**src/verilog/lcd_pkg.sv**
```systemverilog
package lcd_pkg;

	// clock and LCD timing, all in microseconds except clk_per_us
	localparam int clk_per_us = 40;         // 40 MHz system clock
	localparam int power_up_us = 500;       // wait before first init step
	localparam int setup_us = 1;            // rs/rw/data settle before e
	localparam int pulse_us = 13;           // e high time per command
	localparam int cycle_us = 50;           // full command slot
	localparam int init_pulse_us = 10;      // e high time per init step

	// gap after function set, display control, clear, entry mode
	localparam int init_gap_us [4] = '{50, 50, 200, 100};

	localparam int cnt_bits = 15;           // holds 500 us at 40 MHz

	localparam int fifo_depth = 4;
	localparam int fifo_level_bits = 3;     // 0 to fifo_depth

	// APB byte addresses
	localparam logic [3:0] addr_config = 4'h0;
	localparam logic [3:0] addr_cmd = 4'h4;
	localparam logic [3:0] addr_status = 4'h8;

	typedef struct packed {
		logic two_lines;
		logic font_5x10;
		logic display_on;
		logic cursor_on;
		logic blink_on;
		logic increment;
		logic shift;
	} lcd_cfg_t;

	typedef struct packed {
		logic rs;
		logic rw;
		logic [7:0] data;
	} lcd_cmd_t;

	typedef struct packed {
		logic [fifo_level_bits-1:0] level;
		logic full;
		logic busy;
		logic init_done;
	} lcd_status_t;

endpackage

```
**src/verilog/lcd_cmd_fifo.sv**
```systemverilog
`timescale 1ns/1ps

module lcd_cmd_fifo (
	input logic clk,
	input logic rst_n,
	input logic push,
	input lcd_pkg::lcd_cmd_t push_cmd,
	input logic pop,
	output lcd_pkg::lcd_cmd_t head,
	output logic empty,
	output logic full,
	output logic [lcd_pkg::fifo_level_bits-1:0] level
);

	typedef logic [$clog2(lcd_pkg::fifo_depth)-1:0] ptr_t;
	typedef logic [lcd_pkg::fifo_level_bits-1:0] level_t;

	lcd_pkg::lcd_cmd_t mem [lcd_pkg::fifo_depth];
	ptr_t wr_ptr;
	ptr_t rd_ptr;
	level_t count;
	logic do_push;
	logic do_pop;

	assign do_push = push & ~full;
	assign do_pop = pop & ~empty;

	assign empty = (count == '0);
	assign full = (count == level_t'(lcd_pkg::fifo_depth));
	assign level = count;
	assign head = mem[rd_ptr];  // oldest entry, valid when not empty

	// payload storage
	always_ff @(posedge clk) begin
		if (do_push) begin
			mem[wr_ptr] <= push_cmd;
		end
	end

	// pointers wrap naturally, depth is a power of two
	always_ff @(posedge clk or negedge rst_n) begin
		if (!rst_n) begin
			wr_ptr <= '0;
			rd_ptr <= '0;
			count <= '0;
		end else begin
			if (do_push) begin
				wr_ptr <= wr_ptr + 1'b1;
			end
			if (do_pop) begin
				rd_ptr <= rd_ptr + 1'b1;
			end
			case ({do_push, do_pop})
				2'b10: count <= count + 1'b1;
				2'b01: count <= count - 1'b1;
				default: count <= count;  // none or both
			endcase
		end
	end

endmodule

```
**src/verilog/lcd_apb_regs.sv**
```systemverilog
`timescale 1ns/1ps

module lcd_apb_regs (
	input logic clk,
	input logic rst_n,
	input logic [3:0] paddr,
	input logic psel,
	input logic penable,
	input logic pwrite,
	input logic [31:0] pwdata,
	output logic [31:0] prdata,
	output logic pready,
	output logic pslverr,
	output lcd_pkg::lcd_cfg_t cfg,
	output logic push,
	output lcd_pkg::lcd_cmd_t push_cmd,
	input logic [lcd_pkg::fifo_level_bits-1:0] level,
	input logic full,
	input logic busy,
	input logic init_done
);

	logic setup_ph;
	logic access_ph;
	logic sel_config;
	logic sel_cmd;
	logic sel_status;
	logic mapped;
	logic overflow;
	lcd_pkg::lcd_status_t status;
	logic [31:0] rd_mux;

	assign setup_ph = psel & ~penable;
	assign access_ph = psel & penable;

	assign sel_config = (paddr == lcd_pkg::addr_config);
	assign sel_cmd = (paddr == lcd_pkg::addr_cmd);
	assign sel_status = (paddr == lcd_pkg::addr_status);
	assign mapped = sel_config | sel_cmd | sel_status;

	// command write into a full queue is dropped
	assign overflow = pwrite & sel_cmd & full;

	assign pready = 1'b1;  // no wait states
	assign pslverr = access_ph & (~mapped | overflow);

	assign push = access_ph & pwrite & sel_cmd & ~full;
	assign push_cmd = lcd_pkg::lcd_cmd_t'(pwdata[9:0]);

	always_comb begin
		status.level = level;
		status.full = full;
		status.busy = busy;
		status.init_done = init_done;
	end

	// command address and unmapped space read as zero
	always_comb begin
		rd_mux = '0;
		if (sel_config) begin
			rd_mux[6:0] = cfg;
		end else if (sel_status) begin
			rd_mux[5:0] = status;
		end
	end

	always_ff @(posedge clk or negedge rst_n) begin
		if (!rst_n) begin
			cfg <= lcd_pkg::lcd_cfg_t'(7'b0111000);
		end else if (access_ph && pwrite && sel_config) begin
			cfg <= lcd_pkg::lcd_cfg_t'(pwdata[6:0]);
		end
	end

	// loaded in the setup phase so data is valid during access
	always_ff @(posedge clk or negedge rst_n) begin
		if (!rst_n) begin
			prdata <= '0;
		end else if (setup_ph && !pwrite) begin
			prdata <= rd_mux;
		end else begin
			prdata <= '0;
		end
	end

endmodule

```
**src/verilog/lcd_hd44780_ctrl.sv**
```systemverilog
`timescale 1ns/1ps

module lcd_hd44780_ctrl (
	input logic clk,
	input logic rst_n,
	input lcd_pkg::lcd_cfg_t cfg,
	input logic empty,
	input lcd_pkg::lcd_cmd_t head,
	output logic pop,
	output logic busy,
	output logic init_done,
	output logic e,
	output logic rs,
	output logic rw,
	output logic [7:0] lcd_data
);

	typedef enum logic [1:0] {
		power_up,
		init,
		idle,
		send
	} state_t;

	typedef logic [lcd_pkg::cnt_bits-1:0] cnt_t;

	state_t state;
	cnt_t cnt;
	cnt_t cnt_next;
	logic [1:0] step;  // init step index
	logic in_gap;      // init step is in its e-low wait

	assign cnt_next = cnt + 1'b1;

	// init byte for each step, built from the current configuration
	function automatic logic [7:0] step_byte(input logic [1:0] idx, input lcd_pkg::lcd_cfg_t c);
		logic [7:0] b;
		case (idx)
			2'd0: b = {4'b0011, c.two_lines, c.font_5x10, 2'b00};       // function set
			2'd1: b = {5'b00001, c.display_on, c.cursor_on, c.blink_on}; // display control
			2'd2: b = 8'b0000_0001;                                      // clear
			default: b = {6'b000001, c.increment, c.shift};              // entry mode
		endcase
		return b;
	endfunction

	function automatic cnt_t gap_last(input logic [1:0] idx);
		return cnt_t'(lcd_pkg::init_gap_us[idx] * lcd_pkg::clk_per_us - 1);
	endfunction

	localparam cnt_t power_up_last = cnt_t'(lcd_pkg::power_up_us * lcd_pkg::clk_per_us - 1);
	localparam cnt_t init_pulse_last = cnt_t'(lcd_pkg::init_pulse_us * lcd_pkg::clk_per_us - 1);
	localparam cnt_t setup_cyc = cnt_t'(lcd_pkg::setup_us * lcd_pkg::clk_per_us);
	localparam cnt_t pulse_end = cnt_t'((lcd_pkg::setup_us + lcd_pkg::pulse_us)
		* lcd_pkg::clk_per_us);
	// the idle cycle that takes the next command closes the slot
	localparam cnt_t slot_last = cnt_t'(lcd_pkg::cycle_us * lcd_pkg::clk_per_us - 2);

	always_ff @(posedge clk or negedge rst_n) begin
		if (!rst_n) begin
			state <= power_up;
			cnt <= '0;
			step <= '0;
			in_gap <= 1'b0;
			pop <= 1'b0;
			busy <= 1'b1;
			init_done <= 1'b0;
			e <= 1'b0;
			rs <= 1'b0;
			rw <= 1'b0;
			lcd_data <= '0;
		end else begin
			pop <= 1'b0;  // single-cycle strobe
			case (state)
				power_up: begin
					if (cnt == power_up_last) begin
						cnt <= '0;
						step <= 2'd0;
						in_gap <= 1'b0;
						e <= 1'b1;
						lcd_data <= step_byte(2'd0, cfg);
						state <= init;
					end else begin
						cnt <= cnt_next;
					end
				end
				init: begin
					if (!in_gap) begin
						if (cnt == init_pulse_last) begin  // end of e pulse
							cnt <= '0;
							in_gap <= 1'b1;
							e <= 1'b0;
							lcd_data <= '0;
						end else begin
							cnt <= cnt_next;
						end
					end else if (cnt == gap_last(step)) begin
						cnt <= '0;
						if (step == 2'd3) begin
							busy <= 1'b0;
							init_done <= 1'b1;
							state <= idle;
						end else begin
							step <= step + 2'd1;
							in_gap <= 1'b0;
							e <= 1'b1;
							lcd_data <= step_byte(step + 2'd1, cfg);
						end
					end else begin
						cnt <= cnt_next;
					end
				end
				idle: begin
					if (!empty) begin
						pop <= 1'b1;
						busy <= 1'b1;
						rs <= head.rs;
						rw <= head.rw;
						lcd_data <= head.data;
						cnt <= '0;
						state <= send;
					end
				end
				send: begin
					if (cnt == slot_last) begin
						busy <= 1'b0;
						e <= 1'b0;
						rs <= 1'b0;
						rw <= 1'b0;
						lcd_data <= '0;
						state <= idle;
					end else begin
						cnt <= cnt_next;
						e <= (cnt_next >= setup_cyc) && (cnt_next < pulse_end);
					end
				end
				default: state <= power_up;
			endcase
		end
	end

endmodule

```
**src/verilog/lcd_subsystem.sv**
```systemverilog
`timescale 1ns/1ps

module lcd_subsystem (
	input logic clk,
	input logic rst_n,
	input logic [3:0] paddr,
	input logic psel,
	input logic penable,
	input logic pwrite,
	input logic [31:0] pwdata,
	output logic [31:0] prdata,
	output logic pready,
	output logic pslverr,
	output logic e,
	output logic rs,
	output logic rw,
	output logic [7:0] lcd_data
);

	lcd_pkg::lcd_cfg_t cfg;
	lcd_pkg::lcd_cmd_t push_cmd;
	lcd_pkg::lcd_cmd_t head;
	logic push;
	logic pop;
	logic empty;
	logic full;
	logic busy;
	logic init_done;
	logic [lcd_pkg::fifo_level_bits-1:0] level;

	lcd_apb_regs u_regs (
		.clk(clk), .rst_n(rst_n),
		.paddr(paddr), .psel(psel), .penable(penable), .pwrite(pwrite),
		.pwdata(pwdata), .prdata(prdata), .pready(pready), .pslverr(pslverr),
		.cfg(cfg), .push(push), .push_cmd(push_cmd),
		.level(level), .full(full), .busy(busy), .init_done(init_done)
	);

	lcd_cmd_fifo u_fifo (
		.clk(clk), .rst_n(rst_n),
		.push(push), .push_cmd(push_cmd), .pop(pop),
		.head(head), .empty(empty), .full(full), .level(level)
	);

	lcd_hd44780_ctrl u_ctrl (
		.clk(clk), .rst_n(rst_n),
		.cfg(cfg), .empty(empty), .head(head), .pop(pop),
		.busy(busy), .init_done(init_done),
		.e(e), .rs(rs), .rw(rw), .lcd_data(lcd_data)
	);

endmodule

```
**config.mk**
```make
export PLATFORM = sky130hd
export DESIGN_NAME = lcd_subsystem
export DESIGN_NICKNAME = d
export VERILOG_FILES = /design/src/verilog/lcd_pkg.sv /design/src/verilog/lcd_cmd_fifo.sv /design/src/verilog/lcd_apb_regs.sv /design/src/verilog/lcd_hd44780_ctrl.sv /design/src/verilog/lcd_subsystem.sv
export SDC_FILE = /design/constraint.sdc
export NUM_CORES = 1
export LEC_CHECK = 0
export ABC_AREA = 1
export BUFFER_PORTS_ARGS = -buffer_cell sky130_fd_sc_hd__buf_2
export CAP_MARGIN = 0
export CORE_UTILIZATION = 44
export CTS_CLUSTER_SIZE = 28
export DETAILED_ROUTE_END_ITERATION = 10
export GPL_ROUTABILITY_DRIVEN = 0
export PLACE_DENSITY_LB_ADDON = 0.12
export SYNTH_ARGS = -nofsm -noshare
export SYNTH_HDL_FRONTEND = slang
export SYNTH_SLANG_ARGS = --single-unit
```
**constraint.sdc**
```tcl
create_clock -name clk -period 5.1 [get_ports clk]
set_input_delay 0.765 -clock clk [delete_from_list [all_inputs] [get_ports clk]]
set_output_delay 0.765 -clock clk [all_outputs]
set_load 0.05 [all_outputs]
```
==> flow_metrics.tcl <==
set metrics [dict create \
    timing.final.ws_setup_ns 2.26 \
    crit_family "simple AND/OR/NAND/NOR gates" \
    reg2reg_to "u_ctrl.cnt[8]" \
    worst_ep_required_time_ns 5.34 \
    post_cts_buffers 0 \
    rsz0062_at_grt "no" \
    place.port_buffers 37 \
    pin_count_of_the_biggest_net_entering_global_routing 56 \
    antenna_cells 0 \
    ff_latch_count_synth 95 \
    crit_fanout 13 \
    syn-cell-area_um2 5400 \
    initial_utilization_pct 45.1 \
    cts.sinks 95 \
    floorplan.rows 40 \
    worst-endpoint-arrival_ns 3.08 \
    synth_area_per_cell_um2 8.26 \
    final_util_pct 49.9 \
    crit_path_end_kind "flip-flop" \
    mostFrequentLayoutCells "188 x nand2_1, 66 x nor2_1, 65 x inv_1" \
    grtUsageTotal_pct 20.8 \
    fillers 1165 \
    layout_min_cycle_time_ns 2.84 \
    synth_sequential_area_ratio_pct 47.9 \
    total_leakage_power_nw 2.81 \
    num_io_pins 86 \
    clk_root_buffer_cell "clkbuf_16" \
    syn_inst 653 \
    final-hold-violation-count 0 \
    cts-htree-levels 3 \
    drt-wirelength-per-cell_um 14.4 \
    timing.max_slew.rel_slack_pct 32.9 \
    critical-path-slowest-cell "dfrtp_1" \
    cp-start-kind "flip-flop" \
    rr_startpoint "u_ctrl.step[1]" \
    holdBufCountCts 0 \
    maxSlewViolCount 0 \
    path_cells "ha_1, nand2_1, ha_1, ha_1, nand2_1, nor2_1, nand2_1, nand2_1, nand3_4, o21ai_4, nand4_4, nand3_1, nand2_1" \
    setup_violation_total_in_the_final_timing_report 0 \
    post_cts_gate_resize_count 0 \
    detailedPlacementHpwl_mm 8.93 \
    number_of_library_cell_types_mapped_by_synthesis 41 \
    most_common_cell_on_crit_path "nand2_1" \
    cp.depth 13 \
    wire_length_of_the_first_global_routing_pass_mm 20.3 \
    design.die.area_um2 12700 \
    first_drt_pass_iteration_count 4 \
    wirelength_mm 12.2 \
    cpPeakStageDelay_ns 0.55 \
    vias_per_cell 5.08 \
    die_height_um 113 \
    fp.coreArea_um2 12000 \
    max_cap_viol_count 0 \
    place_ws_ns 2.07 \
    crit_buf_inv 0 \
    number_of_antenna_violations_at_the_first_check_in_global_routing 0 \
    post-route-cell-area_um2 5970 \
    drive_gt1_share_pct 12.9 \
    crit_start "u_ctrl.step[1]" \
    clock_insertion_delay_worst_skew_ns 0.35 \
    cts_tree "built" \
    area_delta_synth_final_pct 10.6 \
    status "completed" \
    vias_in_the_first_global_route 4134 \
    clkSlewWorstSetupHoldPaths_ns 0.07 \
    placedInstanceArea_um2 5630 \
    worstHoldPathType "reg2reg" \
    fmaxAchievable_ghz 0.352 \
    power_density_nw_per_um2 286 \
    route.antenna.remaining_nets 0 \
    num-nets-final 751 \
    vias 4290 \
    gr-total-overflow 0 \
    cts.path.max_buffers 2 \
    worst-slew-pin-transition_ns 1.00 \
    crit_type "reg2reg" \
    layout_worst_path_cycle_share_pct 55.7 \
    synth_warn 0 \
    ff2ff_path_depth 13 \
    final_common_cell "nand2_1" \
    cts_bufs_inserted 9 \
    setup_total_negative_slack_ns 0 \
    drc_errors 0 \
    setup_skew_ns 0.00523 \
    timing.reg2reg.setup_slack_ns 2.26 \
    endpoint "u_ctrl.cnt[8]" \
    drt-initial-drc-count 270 \
    max-vdd-ir-drop_mv 0.209 \
    dieWidth_um 113 \
]
==> tightest hold or removal path, stage by stage, from the launching register on <==
cell and delay [ns]:
dfrtp_1 0.34, nand2_1 0.05, nand2_1 0.05
==> area by class of cell <==
cell class                 count  area, µm²  area share [%]
clock buffer                   9        225            3.77
clock inverter                 7        111            1.87
inverter                      75        282            4.72
multi-input combinational    474       2390            40.1
sequential                    95       2580            43.3
tap                          147        184            3.08
timing repair buffer          38        193            3.23
==> flip-flops by register name (all words and copies together), names as in the netlist, 3 cells and up <==
signal,count
u_regs.prdata,7
u_fifo.level,3
u_ctrl.cnt,15
u_ctrl.lcd_data,8
u_fifo.mem,40
u_regs.cfg,7
==> cells in the mapped netlist, drive strengths merged <==
cell    instances  area share [%]
a21o            1            0.14
nor4            2            0.23
a31oi           1            0.12
clkbuf          7            0.49
o21a            1            0.14
edfxtp         40              22
nand4          15             2.0
o21bai          1            0.14
xor2            6            0.97
dfrtp          51              24
o221ai          1            0.16
inv            74             5.1
conb            2            0.14
fa              1            0.37
nand3          59             6.4
o21ai          35             3.5
nand2         190              13
a21oi          18             1.7
buf            29             4.0
a211oi          2            0.28
nor3            5            0.46
o22ai           8            0.93
o211ai          2            0.28
dfstp           4             1.9
mux2            3            0.63
clkinv          1           0.069
xnor2           1            0.16
ha             16             3.7
nor2           77             6.6
==> worst min-delay path by stage <==
stage | startpoint | end | slack [ns] | cells past startpoint
detailed placement | u_ctrl.lcd_data[4] | u_ctrl.lcd_data[4] | 0.46 | 2
global placement | u_ctrl.lcd_data[7] | u_ctrl.lcd_data[7] | 0.45 | 2
CTS | u_ctrl.lcd_data[4] | u_ctrl.lcd_data[4] | 0.48 | 2
finish | u_ctrl.lcd_data[4] | u_ctrl.lcd_data[4] | 0.47 | 2
floorplan | u_ctrl.init_done | u_ctrl.init_done | 0.43 | 1
global route | u_ctrl.lcd_data[6] | u_ctrl.lcd_data[6] | 0.49 | 2
==> routing by layer <==
| metal | global-route usage, % | up-vias | wire (µm) |
|---|---|---|---|
| met1 | 24.5 | 2040 | 5320 |
| met3 | 3.37 | 17 | 354 |
| met4 | 9.33 | 0 | 279 |
| met5 | 0 | - | 0 |
| li1 | - | 2154 | - |
| met2 | 37.2 | 79 | 6230 |
==> stage by stage <==
step,instances,hold WS [ns],power (W)
finish,845,0.471,0.00171
global route,845,0.491,0.00177
CTS,845,0.479,0.00172
detailed placement,829,0.461,0.000974
global placement,829,0.454,0.000969
floorplan,680,0.428,0.000950
==> logic make-up (layout without fill, tap and decap cells) <==
group                      count (synthesis)  count (layout)  synth area share [%]
AOI/OAI and AO/OA                         70              70                  7.37
xor gates and xnor gates                   7               7                  1.14
adders and majority gates                 17              17                  4.08
buffers and inverters                    111             129                  9.71
DFF                                       95              95                  47.9
muxes                                      3               3                 0.626
other                                      2              29                 0.139
and+or+nand+nor                          348             348                  29.1
==> where the power goes <==
part	total, W	internal, W	switching, W
Clock	0.000750	0.000441	0.000309
Sequential	0.000834	0.000817	0.0000165
Combinational	0.000124	0.0000285	0.0000953
Note: power is estimated with default switching activity, not from simulation.
